--- config.mk ---
export PLATFORM = sky130hd
export DESIGN_NAME = usb_out_pe
export DESIGN_NICKNAME = d
export VERILOG_FILES = /design/src/rtl/usb_pid_pkg.sv /design/src/rtl/usb_out_pe_pkg.sv /design/src/rtl/usb_rx_decode.sv /design/src/rtl/usb_out_xact_fsm.sv /design/src/rtl/usb_out_data_path.sv /design/src/rtl/usb_out_pe.sv
export SDC_FILE = /design/constraint.sdc
export NUM_CORES = 1
export LEC_CHECK = 0
export BUFFER_PORTS_ARGS = -buffer_cell sky130_fd_sc_hd__buf_2
export CAP_MARGIN = 10
export CORE_MARGIN = 3
export CORE_UTILIZATION = 45
export DETAILED_ROUTE_END_ITERATION = 8
export GPL_ROUTABILITY_DRIVEN = 0
export PLACE_DENSITY = 0.73
export SETUP_SLACK_MARGIN = 0.2
export SYNTH_ARGS = -nofsm -noshare
export SYNTH_HDL_FRONTEND = slang
export SYNTH_SLANG_ARGS = --single-unit
--- constraint.sdc ---
create_clock -name clk_48mhz_i -period 2.3 [get_ports clk_48mhz_i]
set_input_delay 0.575 -clock clk_48mhz_i [delete_from_list [all_inputs] [get_ports clk_48mhz_i]]
set_output_delay 0.575 -clock clk_48mhz_i [all_outputs]
set_load 0.005 [all_outputs]
--- src/rtl/usb_pid_pkg.sv ---
package usb_pid_pkg;

  ////////////////////
  // Packet IDs
  ////////////////////

  // Four-bit PID as seen on the bus after the check nibble is stripped
  // Low two bits give the packet type, high two bits the subtype
  typedef enum logic [3:0] {
    // Token packets
    UsbPidOut   = 4'b0001,
    UsbPidIn    = 4'b1001,
    UsbPidSetup = 4'b1101,
    // Data packets with the toggle in bit 3
    UsbPidData0 = 4'b0011,
    UsbPidData1 = 4'b1011,
    // Handshake packets sent back to the host
    UsbPidAck   = 4'b0010,
    UsbPidNak   = 4'b1010,
    UsbPidStall = 4'b1110
  } usb_pid_e;

  ////////////////////
  // Packet types
  ////////////////////

  // Decoded from PID bits 1 and 0
  typedef enum logic [1:0] {
    UsbPidTypeSpecial   = 2'b00,
    UsbPidTypeToken     = 2'b01,
    UsbPidTypeHandshake = 2'b10,
    UsbPidTypeData      = 2'b11
  } usb_pid_type_e;

endpackage

--- src/rtl/usb_out_pe_pkg.sv ---
package usb_out_pe_pkg;

  ////////////////////
  // Endpoint number
  ////////////////////

  // Full four-bit field as carried in a token
  typedef logic [3:0] ep_num_t;

  ////////////////////
  // Transaction state
  ////////////////////

  // OUT or SETUP transaction sequence
  typedef enum logic [1:0] {
    StIdle          = 2'b00,
    StRcvdOut       = 2'b01,
    StRcvdDataStart = 2'b10,
    StRcvdDataEnd   = 2'b11
  } out_xact_state_e;

  ////////////////////
  // Stage structs
  ////////////////////

  // Decode stage to transaction control
  // One registered cycle per received packet strobe
  typedef struct packed {
    logic    out_tok;
    logic    setup_tok;
    logic    data_pkt;
    logic    data_pid1;
    logic    bad_pkt;
    logic    other_pkt;
    logic    pkt_start;
    ep_num_t ep;
    logic    ep_in_hw;
  } rx_event_t;

  // Transaction control to data delivery
  typedef struct packed {
    logic    in_data;
    logic    rewind;
    logic    restart;
    ep_num_t ep;
  } xact_ctl_t;

endpackage

--- src/rtl/usb_rx_decode.sv ---
`timescale 1ns/1ps

module usb_rx_decode #(
  parameter int unsigned NumOutEps = 2
) (
  input  logic                      clk_48mhz_i,
  input  logic                      rst_ni,
  input  logic [6:0]                dev_addr_i,

  // Receive strobes
  input  logic                      rx_pkt_start_i,
  input  logic                      rx_pkt_end_i,
  input  logic                      rx_pkt_valid_i,

  // Fields of the most recent packet
  input  logic [3:0]                rx_pid_i,
  input  logic [6:0]                rx_addr_i,
  input  logic [3:0]                rx_endp_i,

  output usb_out_pe_pkg::rx_event_t rx_event_o
);

  import usb_pid_pkg::*;
  import usb_out_pe_pkg::*;

  usb_pid_e      rx_pid;
  usb_pid_type_e rx_pid_type;
  logic          good_end;
  logic          tok_for_dev;
  logic          is_data;
  logic          ep_in_hw;
  ep_num_t       ep_sel;
  rx_event_t     event_d;

  // Typed views of the PID nibble
  assign rx_pid      = usb_pid_e'(rx_pid_i);
  assign rx_pid_type = usb_pid_type_e'(rx_pid_i[1:0]);

  ////////////////////
  // Classification
  ////////////////////

  // Packet ended with good CRC and framing
  assign good_end = rx_pkt_end_i && rx_pkt_valid_i;

  // Token addressed to this device
  assign tok_for_dev = good_end && (rx_pid_type == UsbPidTypeToken) &&
                       (rx_addr_i == dev_addr_i);

  assign is_data = (rx_pid == UsbPidData0) || (rx_pid == UsbPidData1);

  // Endpoint numbers beyond the implemented set collapse to 0
  assign ep_in_hw = 32'(rx_endp_i) < NumOutEps;
  assign ep_sel   = ep_in_hw ? rx_endp_i : '0;

  always_comb begin
    event_d           = '0;
    event_d.out_tok   = tok_for_dev && (rx_pid == UsbPidOut);
    event_d.setup_tok = tok_for_dev && (rx_pid == UsbPidSetup);
    event_d.data_pkt  = good_end && is_data;
    // Toggle bit sits in PID bit 3
    event_d.data_pid1 = rx_pid_i[3];
    // Corrupt packet of any kind
    event_d.bad_pkt   = rx_pkt_end_i && !rx_pkt_valid_i;
    // Valid but not a data packet
    event_d.other_pkt = good_end && !is_data;
    event_d.pkt_start = rx_pkt_start_i;
    event_d.ep        = ep_sel;
    event_d.ep_in_hw  = ep_in_hw;
  end

  ////////////////////
  // Event register
  ////////////////////

  // One cycle after the rx strobe
  always_ff @(posedge clk_48mhz_i or negedge rst_ni) begin
    if (!rst_ni) begin
      rx_event_o <= '0;
    end else begin
      rx_event_o <= event_d;
    end
  end

endmodule

--- src/rtl/usb_out_xact_fsm.sv ---
`timescale 1ns/1ps

module usb_out_xact_fsm #(
  parameter int unsigned NumOutEps     = 2,
  parameter int unsigned AckTimeoutCnt = 68
) (
  input  logic                      clk_48mhz_i,
  input  logic                      rst_ni,
  input  logic                      link_reset_i,
  input  usb_out_pe_pkg::rx_event_t rx_event_i,
  input  logic                      refuse_i,
  input  logic [NumOutEps-1:0]      out_ep_enabled_i,
  input  logic [NumOutEps-1:0]      out_ep_control_i,
  input  logic [NumOutEps-1:0]      out_ep_stall_i,
  output usb_out_pe_pkg::xact_ctl_t ctl_o,
  output usb_out_pe_pkg::ep_num_t   out_ep_current_o,
  output logic                      out_ep_newpkt_o,
  output logic [NumOutEps-1:0]      out_ep_setup_o,
  output logic                      out_ep_acked_o,
  output logic                      out_ep_rollback_o,
  output logic                      tx_pkt_start_o,
  output logic [3:0]                tx_pid_o,
  output logic [NumOutEps-1:0]      out_data_toggle_o
);

  import usb_pid_pkg::*;
  import usb_out_pe_pkg::*;

  localparam int unsigned OutEpW = (NumOutEps > 1) ? $clog2(NumOutEps) : 1;
  localparam int unsigned ToW    = $clog2(AckTimeoutCnt + 1);

  out_xact_state_e       state_q, state_d;
  logic [ToW-1:0]        timeout_q, timeout_d;
  logic [NumOutEps-1:0]  toggle_q;
  logic [OutEpW-1:0]     ev_idx, cur_idx;
  logic                  ep_active, ep_is_control, accept_setup, bad_toggle;
  logic                  xact_start, new_pkt_end, setup_xact_q;
  logic                  tx_start_d, acked_d, rollback_d;
  logic [3:0]            tx_pid_d;

  // Index of the token's endpoint and of the current transaction
  assign ev_idx  = rx_event_i.ep[OutEpW-1:0];
  assign cur_idx = out_ep_current_o[OutEpW-1:0];

  assign ep_active     = rx_event_i.ep_in_hw && out_ep_enabled_i[ev_idx];
  assign ep_is_control = out_ep_control_i[ev_idx];
  // SETUP only counts on an active control endpoint
  assign accept_setup  = rx_event_i.setup_tok && ep_active && ep_is_control;
  // Compare against the current endpoint toggle
  assign bad_toggle    = rx_event_i.data_pkt && (rx_event_i.data_pid1 != toggle_q[cur_idx]);

  ////////////////////
  // Next state
  ////////////////////

  always_comb begin
    state_d     = state_q;
    timeout_d   = ToW'(AckTimeoutCnt);
    xact_start  = 1'b0;
    new_pkt_end = 1'b0;
    tx_start_d  = 1'b0;
    tx_pid_d    = 4'b0000;
    acked_d     = 1'b0;
    rollback_d  = 1'b0;
    unique case (state_q)
      StIdle: begin
        // Tokens to absent or disabled endpoints are ignored
        if (ep_active && (rx_event_i.out_tok || accept_setup)) begin
          state_d    = StRcvdOut;
          xact_start = 1'b1;
        end
      end
      StRcvdOut: begin
        // Data packet must start before the count runs out
        timeout_d = timeout_q - 1'b1;
        if (rx_event_i.pkt_start) begin
          state_d = StRcvdDataStart;
        end else if (timeout_q == '0) begin
          state_d = StIdle;
        end
      end
      StRcvdDataStart: begin
        if (bad_toggle && !out_ep_stall_i[cur_idx]) begin
          // Host likely lost our last ACK so repeat it and drop the data
          state_d    = StIdle;
          tx_start_d = 1'b1;
          tx_pid_d   = UsbPidAck;
          rollback_d = 1'b1;
        end else if (rx_event_i.bad_pkt || rx_event_i.other_pkt) begin
          // No handshake at all for these
          state_d    = StIdle;
          rollback_d = 1'b1;
        end else if (rx_event_i.data_pkt) begin
          state_d = StRcvdDataEnd;
        end
      end
      StRcvdDataEnd: begin
        state_d    = StIdle;
        tx_start_d = 1'b1;
        if (setup_xact_q) begin
          // A refused SETUP gets no handshake
          if (refuse_i) begin
            tx_start_d = 1'b0;
            rollback_d = 1'b1;
          end else begin
            tx_pid_d    = UsbPidAck;
            new_pkt_end = 1'b1;
            acked_d     = 1'b1;
          end
        end else if (out_ep_stall_i[cur_idx]) begin
          tx_pid_d = UsbPidStall;
        end else if (refuse_i) begin
          // Endpoint filled up during the packet
          tx_pid_d   = UsbPidNak;
          rollback_d = 1'b1;
        end else begin
          tx_pid_d    = UsbPidAck;
          new_pkt_end = 1'b1;
          acked_d     = 1'b1;
        end
      end
      default: state_d = StIdle;
    endcase
  end

  ////////////////////
  // Registers
  ////////////////////

  always_ff @(posedge clk_48mhz_i or negedge rst_ni) begin
    if (!rst_ni) begin
      state_q           <= StIdle;
      timeout_q         <= ToW'(AckTimeoutCnt);
      tx_pkt_start_o    <= 1'b0;
      tx_pid_o          <= 4'b0000;
      out_ep_acked_o    <= 1'b0;
      out_ep_rollback_o <= 1'b0;
    end else begin
      state_q           <= link_reset_i ? StIdle : state_d;
      timeout_q         <= timeout_d;
      tx_pkt_start_o    <= tx_start_d;
      tx_pid_o          <= tx_pid_d;
      out_ep_acked_o    <= acked_d;
      out_ep_rollback_o <= rollback_d;
    end
  end

  // Endpoint capture at transaction start
  always_ff @(posedge clk_48mhz_i or negedge rst_ni) begin
    if (!rst_ni) begin
      out_ep_newpkt_o  <= 1'b0;
      out_ep_current_o <= '0;
      setup_xact_q     <= 1'b0;
    end else begin
      out_ep_newpkt_o <= xact_start;
      if (xact_start) begin
        out_ep_current_o <= rx_event_i.ep;
        setup_xact_q     <= rx_event_i.setup_tok;
      end
    end
  end

  // SETUP flag set by SETUP, cleared by OUT
  always_ff @(posedge clk_48mhz_i or negedge rst_ni) begin
    if (!rst_ni) begin
      out_ep_setup_o <= '0;
    end else if (accept_setup) begin
      out_ep_setup_o[ev_idx] <= 1'b1;
    end else if (rx_event_i.out_tok && ep_active) begin
      out_ep_setup_o[ev_idx] <= 1'b0;
    end
  end

  // Data toggles
  always_ff @(posedge clk_48mhz_i or negedge rst_ni) begin
    if (!rst_ni) begin
      toggle_q <= '0;
    end else if (link_reset_i) begin
      toggle_q <= '0;
    end else if (accept_setup) begin
      toggle_q[ev_idx] <= 1'b0;
    end else if (new_pkt_end) begin
      toggle_q[cur_idx] <= ~toggle_q[cur_idx];
    end
  end

  assign out_data_toggle_o = toggle_q;

  // Controls for the data stage
  always_comb begin
    ctl_o         = '0;
    ctl_o.in_data = (state_q == StRcvdDataStart);
    ctl_o.rewind  = (state_q == StIdle) || (state_q == StRcvdOut);
    ctl_o.restart = (state_q == StRcvdOut);
    ctl_o.ep      = out_ep_current_o;
  end

endmodule

--- src/rtl/usb_out_data_path.sv ---
`timescale 1ns/1ps

module usb_out_data_path #(
  parameter int unsigned NumOutEps         = 2,
  parameter int unsigned MaxOutPktSizeByte = 32,
  localparam int unsigned PktW             = $clog2(MaxOutPktSizeByte)
) (
  input  logic                      clk_48mhz_i,
  input  logic                      rst_ni,
  input  logic                      rx_data_put_i,
  input  logic [7:0]                rx_data_i,
  input  usb_out_pe_pkg::xact_ctl_t ctl_i,
  input  logic [NumOutEps-1:0]      out_ep_full_i,
  output logic [7:0]                out_ep_data_o,
  output logic                      out_ep_data_put_o,
  output logic [PktW-1:0]           out_ep_put_addr_o,
  output logic                      refuse_o
);

  localparam int unsigned OutEpW = (NumOutEps > 1) ? $clog2(NumOutEps) : 1;

  logic [OutEpW-1:0] ep_idx;
  logic              nak_q;
  logic              ep_full;
  logic              advance;

  assign ep_idx  = ctl_i.ep[OutEpW-1:0];
  assign ep_full = out_ep_full_i[ep_idx];

  ////////////////////
  // Byte latch
  ////////////////////

  // Byte and strobe leave together one cycle after the rx put
  always_ff @(posedge clk_48mhz_i) begin
    if (rx_data_put_i) begin
      out_ep_data_o <= rx_data_i;
    end
  end

  always_ff @(posedge clk_48mhz_i or negedge rst_ni) begin
    if (!rst_ni) begin
      out_ep_data_put_o <= 1'b0;
    end else begin
      out_ep_data_put_o <= ctl_i.in_data && rx_data_put_i;
    end
  end

  ////////////////////
  // NAK flag
  ////////////////////

  // Any put into a full endpoint spoils the whole packet
  always_ff @(posedge clk_48mhz_i or negedge rst_ni) begin
    if (!rst_ni) begin
      nak_q <= 1'b0;
    end else if (ctl_i.rewind) begin
      nak_q <= 1'b0;
    end else if (out_ep_data_put_o && ep_full) begin
      nak_q <= 1'b1;
    end
  end

  assign refuse_o = nak_q || ep_full;

  ////////////////////
  // Put offset
  ////////////////////

  // Stops at the top so extra bytes overwrite the last slot
  assign advance = ctl_i.in_data && out_ep_data_put_o && !nak_q && !(&out_ep_put_addr_o);

  always_ff @(posedge clk_48mhz_i or negedge rst_ni) begin
    if (!rst_ni) begin
      out_ep_put_addr_o <= '0;
    end else if (ctl_i.restart) begin
      out_ep_put_addr_o <= '0;
    end else if (advance) begin
      out_ep_put_addr_o <= out_ep_put_addr_o + 1'b1;
    end
  end

endmodule

--- src/rtl/usb_out_pe.sv ---
`timescale 1ns/1ps

module usb_out_pe #(
  parameter int unsigned NumOutEps         = 2,
  parameter int unsigned MaxOutPktSizeByte = 32,
  parameter int unsigned AckTimeoutCnt     = 68,
  localparam int unsigned PktW             = $clog2(MaxOutPktSizeByte)
) (
  input  logic                    clk_48mhz_i,
  input  logic                    rst_ni,
  input  logic                    link_reset_i,
  input  logic [6:0]              dev_addr_i,

  // Endpoint interface
  output usb_out_pe_pkg::ep_num_t out_ep_current_o,
  output logic                    out_ep_data_put_o,
  output logic [PktW-1:0]         out_ep_put_addr_o,
  output logic [7:0]              out_ep_data_o,
  output logic                    out_ep_newpkt_o,
  output logic                    out_ep_acked_o,
  output logic                    out_ep_rollback_o,
  output logic [NumOutEps-1:0]    out_ep_setup_o,
  input  logic [NumOutEps-1:0]    out_ep_enabled_i,
  input  logic [NumOutEps-1:0]    out_ep_control_i,
  input  logic [NumOutEps-1:0]    out_ep_full_i,
  input  logic [NumOutEps-1:0]    out_ep_stall_i,
  output logic [NumOutEps-1:0]    out_data_toggle_o,

  // Receive side
  input  logic                    rx_pkt_start_i,
  input  logic                    rx_pkt_end_i,
  input  logic                    rx_pkt_valid_i,
  input  logic [3:0]              rx_pid_i,
  input  logic [6:0]              rx_addr_i,
  input  logic [3:0]              rx_endp_i,
  input  logic                    rx_data_put_i,
  input  logic [7:0]              rx_data_i,

  // Handshake request
  output logic                    tx_pkt_start_o,
  output logic [3:0]              tx_pid_o
);

  import usb_out_pe_pkg::*;

  rx_event_t rx_event;
  xact_ctl_t xact_ctl;
  logic      refuse;

  // Stage 1 packet decode
  usb_rx_decode #(
    .NumOutEps (NumOutEps)
  ) u_rx_decode (
    .clk_48mhz_i    (clk_48mhz_i),
    .rst_ni         (rst_ni),
    .dev_addr_i     (dev_addr_i),
    .rx_pkt_start_i (rx_pkt_start_i),
    .rx_pkt_end_i   (rx_pkt_end_i),
    .rx_pkt_valid_i (rx_pkt_valid_i),
    .rx_pid_i       (rx_pid_i),
    .rx_addr_i      (rx_addr_i),
    .rx_endp_i      (rx_endp_i),
    .rx_event_o     (rx_event)
  );

  // Stage 2 transaction control
  usb_out_xact_fsm #(
    .NumOutEps     (NumOutEps),
    .AckTimeoutCnt (AckTimeoutCnt)
  ) u_xact_fsm (
    .clk_48mhz_i       (clk_48mhz_i),
    .rst_ni            (rst_ni),
    .link_reset_i      (link_reset_i),
    .rx_event_i        (rx_event),
    .refuse_i          (refuse),
    .out_ep_enabled_i  (out_ep_enabled_i),
    .out_ep_control_i  (out_ep_control_i),
    .out_ep_stall_i    (out_ep_stall_i),
    .ctl_o             (xact_ctl),
    .out_ep_current_o  (out_ep_current_o),
    .out_ep_newpkt_o   (out_ep_newpkt_o),
    .out_ep_setup_o    (out_ep_setup_o),
    .out_ep_acked_o    (out_ep_acked_o),
    .out_ep_rollback_o (out_ep_rollback_o),
    .tx_pkt_start_o    (tx_pkt_start_o),
    .tx_pid_o          (tx_pid_o),
    .out_data_toggle_o (out_data_toggle_o)
  );

  // Stage 3 data delivery
  usb_out_data_path #(
    .NumOutEps         (NumOutEps),
    .MaxOutPktSizeByte (MaxOutPktSizeByte)
  ) u_data_path (
    .clk_48mhz_i       (clk_48mhz_i),
    .rst_ni            (rst_ni),
    .rx_data_put_i     (rx_data_put_i),
    .rx_data_i         (rx_data_i),
    .ctl_i             (xact_ctl),
    .out_ep_full_i     (out_ep_full_i),
    .out_ep_data_o     (out_ep_data_o),
    .out_ep_data_put_o (out_ep_data_put_o),
    .out_ep_put_addr_o (out_ep_put_addr_o),
    .refuse_o          (refuse)
  );

endmodule

Yosys cells after proc, flatten, opt, wreduce, memory -nomap -nowiden
Index checks and enable logic that the tools add are counted.

word-level totals
  register bits = 53
  input port bits = 45
  output and inout bits = 30
  word-level logic and storage cells = 144

operators by class
  add/sub/neg operators = 2
  order comparisons = 5
  eq/ne operators = 13
  muxes and demuxes = 55
  bitwise logic cells = 5
  reductions and logical operators = 40

operators with widths
  kind                                                 number
  two-way mux 2 bit                                    14
  two-way mux 1 bit                                    27
  logical AND 1 bit                                    22
  two-way mux 4 bit                                    4
  two-way mux 5 bit                                    2
  equality test 4 bit, second input constant           2
  one-hot mux 2 bit (4 select lines)                   1
  one-hot mux 4 bit (2 select lines)                   1
  equality test 7 bit                                  1
  zero test 7 bit                                      1
  two-way mux 7 bit                                    1
  subtractor 7 x 1 -> 7 bit, second input constant     1
  nonzero test 2 bit                                   3
  adder 5 x 1 -> 5 bit, second input constant          1
  zero test 1 bit                                      5
  logical OR 1 bit                                     5
  != test 5 x 3 -> 1 bit, second input constant        1
  AND reduction 5 bit                                  1
  bitwise AND 2 bit                                    2
  equality test 2 x 1 -> 1 bit, second input constant  2
  equality test 2 bit, second input constant           2
  equality test 4 x 1 -> 1 bit, second input constant  1
  equality test 4 x 2 -> 1 bit, second input constant  1
  < comparator 1 x 2 -> 1 bit, second input constant   2
  14 further kinds                                     17

Longest topological paths before layout
Gate-level depths: netlist of run 1.

  depth in word-level cells = 10
  depth in mapped cells = 6
  depth with buffers taken out = 6

By module
Synthesis of run 1 repeated with hierarchy kept, for this count alone.

second synthesis, totals
  cells, all modules = 185
  area total of the unflattened synthesis = 2258.4 µm²

by module, submodules not included
  module             instances  cells each  area an instance (µm²)  sequential area each (µm²)
  usb_out_xact_fsm   1          110         1181.1                  603.1
  usb_out_data_path  1          40          615.6                   415.4
  usb_rx_decode      1          35          461.7                   300.3

Worst setup path before layout of run 1
No wires, ideal clock.

  kind = reg-to-reg
  from = reg u_data_path.out_ep_put_addr_o[0]
  to = reg u_data_path.out_ep_put_addr_o[3]
  setup time = 78 ps
  data arrival time = 1939 ps
  data required time = 2222 ps
  setup slack = 283 ps
  stages on the path, launching flop included = 7
  buffers on the path = 0
  period minus slack after synthesis = 2017 ps
  path through = dfrtp_1 ha_1 and3_1 ha_1 or4b_4 or3_1 a21oi_1

on the way
  word-level cells in the longest chain between the ends = 4
  elaborated cells between the ends (all ways) = 7
  those cells by class = add/sub (1); mux (2); reduce/logical (4)

RTL lines
  item                                                          line                     text
  start, declared                                               usb_out_data_path.sv:16  output logic [PktW-1:0] out_ep_put_addr_o,
  start signal, assigned                                        usb_out_data_path.sv:79  out_ep_put_addr_o <= out_ep_put_addr_o + 1'b1;
  branches (longest 4 deep; another with adder 5 x 1 -> 5 bit)  -

Parallel ways; which one is timed is not known. The select of a mux whose other input is x is not followed.
A chain may end at the register's enable or synchronous reset.

Final worst setup path of run 1
  from = reg u_data_path.out_ep_put_addr_o[1]
  to = reg u_data_path.out_ep_put_addr_o[3]

The elaborated chain is that of the path after synthesis.

==> qor.csv, run 1 <==
stage,metric,value,unit
global_routing,grt_usage,15.3,%
sta,fmax,491,MHz
detailed_routing,post_drt_via_cell_ratio,5.00,
power_and_ir_drop,pwr-share-seq,61.6,%
setup_path,cp-start-kind,flop,
floorplan,core_area,4530,µm²
sta,finalClockSkew,0.00692,ns
synth,synth.area.top_cells,"dfrtp_1 46%, edfxtp_1 11%, xnor2_1 4.4%",
floorplan,dieHeight,76.0,µm
power_and_ir_drop,powerDensity,557,nW/µm²
cts,clkSlewWorstSetupHoldPaths,0.09,ns
synth,yosysMostFrequentCell,dfrtp_1,
global_routing,gr-total-overflow,0,
hold_path,hp-class,in -> async,
detailed_routing,detail_route.wl_per_cell,12.2,µm
sta,finalSetupTns,0,ns
power_and_ir_drop,power_frac_clock,31.3,%
global_routing,antenna_found_initial,0,
detailed_routing,drc,0,
sta,finalCritPeriodShare,88.6,%
cells_and_area,drive_above_1_share,37.1,%
power_and_ir_drop,internal_power,0.00120,W
detailed_routing,dr.pass1.iters,4,
synth,async_flop_share,84.3,%
detailed_routing,vias,1660,
synth,syn-cell-area,2210,µm²
cells_and_area,nets,315,
setup_path,cp_max_fo,6,
synth,synthCells,185,
sta,fin_crit,2.04,ns
cts,cts_buffer_depth,2,
sta,slew_headroom,59.9,%
sta,hold_violations,0,
cts,cts_tree,yes,
placed_design,port_buffers,73,
cts,cts_made_buffers,5,
setup_path,required,2.53,ns
synth,ys_ff_latch,51,
cells_and_area,post-route-util,60.6,%
floorplan,rows,24,
sta,worst_slack,0.263,ns
global_routing,grt_pass1_vias,1667,
setup_path,cp-end-kind,flop,
detailed_routing,ant_nets,0,
cells_and_area,antenna_cells,0,
placed_design,pre_cts_ws,0.180,ns
cts,cts_root_buffer,clkbuf_8,
cts,cts.sinks,51,
floorplan,dieArea,5780,µm²
run,drv_cap,0,
detailed_routing,drt_iter0_markers,88,
outcome,status,finished clean,
cts,clkLatencyLatePin,0.30,ns
synth,syn-mean-instance-area,11.9,µm²
cts,h-tree-depth,2,
sta,drv_slew,0,
global_routing,grt_max_degree,44,
synth,ys_types,44,
power_and_ir_drop,fin_total_pwr,0.00153,W
sta,grt_setup_unrepaired,yes,
synth,yosys-top-cells-count,"41 x dfrtp_1, 15 x nand2_1, 13 x nor2_1",
sta,final-setup-viol-count,0,
floorplan,io_pins,75,
power_and_ir_drop,p_leak,1.34,nW
synth,ys_warn_count,0,
floorplan,start_util,48.7,%
detailed_routing,drt-total-wl,4060,µm
floorplan,die_w,76.0,µm
power_and_ir_drop,swShare,21.4,%
placed_design,dpl.hpwl,3160,µm
setup_path,r2r_cells,6,
synth,synth_top_cell_by_area,dfrtp_1,
synth,yosys_most_used_dff,dfrtp_1,
global_routing,grt_first_pass_wirelength,7270,µm
sta,tightest_slew,0.593,ns
cells_and_area,area_growth,24.5,%
power_and_ir_drop,combPwrFrac,7.1,%
setup_path,critical_path_class,reg -> reg,
setup_path,r2r_start,u_data_path.out_ep_put_addr_o[1]$_DFFE_PN0P_,
synth,synth_edf_count,8,
synth,ys_seq_area_share,59.8,%
power_and_ir_drop,p_switching,0.000328,W
synth,yosysTopAreaCellShare,46.5,%
setup_path,r2r-end,u_data_path.out_ep_put_addr_o[3]$_DFFE_PN0P_,
power_and_ir_drop,ir_worst_vdd,0.263,mV
setup_path,r2r_slack,0.26,ns
sta,holdWs,0.327,ns
setup_path,crit_arrival,2.26,ns
==> power groups by stage <==
stage	Clock, W	Combinational [W]	Sequential, W
finish	0.000479	0.000108	0.000944
global route	0.000541	0.000124	0.000947
CTS	0.000506	0.000111	0.000944
detailed placement	0	0.000109	0.000963
global placement	0	0.000106	0.000963
floorplan	0	0.0000320	0.000965
==> worst max path at each step <==
| stage | start | end | slack (ns) | cells past startpoint |
|---|---|---|---|---|
| floorplan | u_data_path.out_ep_put_addr_o[0]$_DFFE_PN0P_ | u_data_path.out_ep_put_addr_o[3]$_DFFE_PN0P_ | 0.28 | 6 |
| global placement | out_ep_control_i[0] | u_xact_fsm.out_ep_current_o[0]$_DFFE_PN0P_ | 0.23 | 5 |
| detailed placement | out_ep_control_i[0] | u_xact_fsm.out_ep_current_o[3]$_DFFE_PN0P_ | 0.18 | 5 |
| CTS | u_data_path.out_ep_put_addr_o[1]$_DFFE_PN0P_ | u_data_path.out_ep_put_addr_o[3]$_DFFE_PN0P_ | 0.22 | 6 |
| global route | u_data_path.out_ep_put_addr_o[1]$_DFFE_PN0P_ | u_data_path.out_ep_put_addr_o[3]$_DFFE_PN0P_ | 0.19 | 6 |
| finish | u_data_path.out_ep_put_addr_o[1]$_DFFE_PN0P_ | u_data_path.out_ep_put_addr_o[3]$_DFFE_PN0P_ | 0.26 | 6 |
==> layer usage <==
layer  vias to the layer above  track usage [%]  routed length (µm)
met5                         -                0                   0
met4                         0             7.25                  78
met3                         8             3.90                 286
met2                        64             26.1                1920
met1                       775             18.1                1780
li1                        813                -                   -
==> final cells by class <==
class                   count  area (µm²)
multi-input cells         123         838
clock buffers               6        72.6
clock inverters             2        12.5
inverters                   8        30.0
flip-flops and latches     51        1320
repair buffers             77         395
fillers                   401        1790
well taps                  65        81.3
==> kinds of logic after synthesis <==
| family | Yosys count | share of synthesized area [%] |
|---|---|---|
| compound gates | 29 | 9.81 |
| flops | 51 | 59.8 |
| fa+ha+maj | 4 | 2.27 |
| mux | 9 | 4.42 |
| other cells | 1 | 0.170 |
| simple gates | 64 | 15.6 |
| xor+xnor | 13 | 5.16 |
| buf+inv | 14 | 2.78 |
==> state kept, by name, indices dropped and copies added, names as in the netlist, named ones only <==
register and count:
u_data_path.nak_q 1, u_data_path.out_ep_data_o 8, u_data_path.out_ep_data_put_o 1, u_data_path.out_ep_put_addr_o 5, u_rx_decode.rx_event_o 12, u_xact_fsm.out_data_toggle_o 2, u_xact_fsm.out_ep_acked_o 1, u_xact_fsm.out_ep_current_o 4
u_xact_fsm.out_ep_newpkt_o 1, u_xact_fsm.out_ep_rollback_o 1, u_xact_fsm.setup_xact_q 1, u_xact_fsm.state_q 2, u_xact_fsm.timeout_q 7, u_xact_fsm.tx_pid_o 3
==> worst max-delay path: stages (launching register included) <==
cell and delay, ns:
dfrtp_1 0.41, ha_1 0.20, and3_1 0.15, ha_1 0.19, or4b_4 0.52, or3_1 0.36
a21oi_1 0.14
==> cells in the final DEF (no fill, tap or decap), drive strengths merged, types with 3 or more instances in the layout <==
cell type	count
a21oi	6
and3	3
buf	77
clkbuf	6
conb	4
dfrtp	41
edfxtp	8
ha	4
inv	8
mux2	6
mux2i	3
nand2	16
nand4	4
nor2	13
nor2b	3
nor3	7
o21ai	10
xnor2	11
==> stage by stage <==
step	instance area, µm²	std cells
after detailed placement	2660	323
final	2750	332
after global placement	2660	323
after CTS	2750	332
after global routing	2750	332
after floorplan	2220	188
==> what timing repair did <==
action	in CTS	in global routing
hold buffers	0	0
pin swaps	0	2
buffers inserted	1	0
gates resized for setup	0	0
endpoints found under the setup margin	1	6
Note: power is estimated with default switching activity, not from simulation.
==> run 2, diff against run 1 <==
clock period = 2.32 ns   (was 2.3 ns; I/O delays follow)
==> run 2 against run 1 <==
Register-to-register slack gained 0.03 ns. Clock skew barely moved. Hold slack barely moved. Non-clock buffer count fell by 1. Critical path depth unchanged. Clock power is essentially flat. Total power shrank 0.49%. Via count up 0.24%. Final cell count fell by 0.30%. Combinational power hardly changed. Wire length fell by 1.7%. Cell area about the same.
==> qor.csv, run 2 (same netlist as run 1, synthesis figures left out) <==
stage,metric,value,unit
outcome,status,finished clean,
cells_and_area,multi_input_area,841,µm²
sta,finalCritPeriodShare,87.1,%
floorplan,dieHeight,76.0,µm
setup_path,cp_max_fo,5,
sta,hold_violations,0,
sta,holdWs,0.328,ns
sta,finalClockSkew,0.00700,ns
sta,tightest_slew,0.616,ns
detailed_routing,drt_iter0_markers,44,
detailed_routing,ant_nets,0,
setup_path,required,2.55,ns
cts,clkSlewWorstSetupHoldPaths,0.09,ns
sta,finalSetupTns,0,ns
hold_path,hp-class,in -> async,
cts,cts_root_buffer,clkbuf_8,
cells_and_area,drive_above_1_share,37.6,%
global_routing,gr-total-overflow,0,
sta,grt_setup_unrepaired,no,
sta,drv_slew,0,
run,drv_cap,0,
placed_design,port_buffers,73,
power_and_ir_drop,p_leak,1.33,nW
cells_and_area,area_growth,24.5,%
detailed_routing,drt-total-wl,3990,µm
floorplan,rows,24,
floorplan,dieArea,5780,µm²
cells_and_area,regMostFlops,u_rx_decode.rx_event_o,
sta,fmax,495,MHz
detailed_routing,vias,1664,
sta,fin_crit,2.02,ns
placed_design,place_inst,322,
placed_design,dpl.hpwl,3080,µm
cts,cts_tree,yes,
cells_and_area,regArea,1320,µm²
cts,h-tree-depth,2,
detailed_routing,detail_route.wl_per_cell,12.1,µm
power_and_ir_drop,ir_worst_vdd,0.252,mV
detailed_routing,post_drt_via_cell_ratio,5.03,
setup_path,critical_path_class,reg -> reg,
cells_and_area,layout_commonest_cell,buf_2,
global_routing,grt_max_degree,44,
floorplan,io_pins,75,
cells_and_area,fin_cells,331,
cells_and_area,largestRegisters,"u_rx_decode.rx_event_o (12), u_data_path.out_ep_data_o (8), u_xact_fsm.timeout_q (7)",
setup_path,cp-start-kind,flop,
cells_and_area,largest_reg_flops,12,
global_routing,grt_usage,14.4,%
power_and_ir_drop,powerDensity,555,nW/µm²
global_routing,grt_pass1_vias,1611,
sta,slew_headroom,58.4,%
global_routing,grt_first_pass_wirelength,6760,µm
floorplan,die_w,76.0,µm
cells_and_area,mostFrequentLayoutCells,"73 x buf_2, 41 x dfrtp_1, 15 x nand2_1, 13 x nor2_1, 11 x xnor2_1",
cts,cts_buffer_depth,2,
setup_path,crit_arrival,2.25,ns
setup_path,cp-end-kind,flop,
detailed_routing,dr.pass1.iters,4,
sta,final-setup-viol-count,0,
cts,cts.sinks,51,
detailed_routing,drc,0,
cts,clkLatencyLatePin,0.30,ns
cts,cts_made_buffers,5,
floorplan,core_area,4530,µm²
cells_and_area,antenna_cells,0,
floorplan,start_util,48.7,%
cells_and_area,nFillCells,368,
global_routing,antenna_found_initial,0,
cells_and_area,nets,314,
[run 2: cell types whose count changed in the layout (fill, tap and decap cells not counted), sizes merged]
cell,before,now
buf,77,76
clkbuf,6,5
clkinvlp,1,2
[run 2: path summary, 6_finish.rpt]
path                                                         startpoint                                      endpoint  slack, ns  depth (start not counted)
min in group clk_48mhz_i                                 rx_pkt_start_i           u_rx_decode.rx_event_o[5]$_DFF_PN0_       0.38                          1
min reg2reg                         u_rx_decode.rx_event_o[4]$_DFF_PN0_    u_xact_fsm.out_ep_current_o[3]$_DFFE_PN0P_       0.48                          1
max                        u_data_path.out_ep_put_addr_o[0]$_DFFE_PN0P_  u_data_path.out_ep_put_addr_o[3]$_DFFE_PN0P_       0.30                          6
min                                                              rst_ni                    asynchronous set/reset pin       0.33                          2
max reg2reg                u_data_path.out_ep_put_addr_o[0]$_DFFE_PN0P_  u_data_path.out_ep_put_addr_o[3]$_DFFE_PN0P_       0.30                          6
max in group asynchronous                                        rst_ni             u_xact_fsm.timeout_q[2]$_DFF_PN1_       1.63                          2
[run 2: final cells by class]
type / count / area share, %
clock buffer: 5 / 2.50
clock inverter: 3 / 0.729
inverter: 8 / 1.09
multi-input combinational: 123 / 30.6
sequential: 51 / 48.0
tap: 65 / 2.96
timing repair buffer: 76 / 14.1
[run 2: critical path, stage by stage, from the launching register on]
cell and delay (ns):
dfrtp_1 0.42, ha_2 0.20, and3_1 0.14, ha_1 0.19
or4b_4 0.51, or3_1 0.36, a21oi_1 0.14
[run 2: timing repair]
item | in CTS | in global routing
buffers inserted | 0 | 1
gates resized for setup | 0 | 1
endpoints found under the setup margin | 0 | 2
hold buffers | 0 | 0
endpoints found under the hold margin | 0 | 0
[run 2: metal layers]
metal	global-route usage, %	vias to the layer above	share of wire (%)
li1	-	816	-
met2	24.0	70	46
met3	4.85	10	7.9
met1	16.2	768	43
met4	8.15	0	2.8
met5	0	-	0
[run 2: through the flow]
step           total power, W  instance area [µm²]  util, %  worst slack, ns
6_report              0.00152                 2750     60.6            0.298
5_1_grt               0.00160                 2750     60.6            0.207
4_1_cts               0.00155                 2740     60.4            0.207
3_5_place_dp          0.00106                 2650     58.4            0.208
3_3_place_gp          0.00106                 2650     58.4            0.248
2_1_floorplan        0.000988                 2220        -            0.303
[run 2: power by group]
part           switching [W]  total, W  internal (W)
Clock               0.000272  0.000482      0.000210
Combinational      0.0000528  0.000106     0.0000529
Sequential        0.00000780  0.000937      0.000929
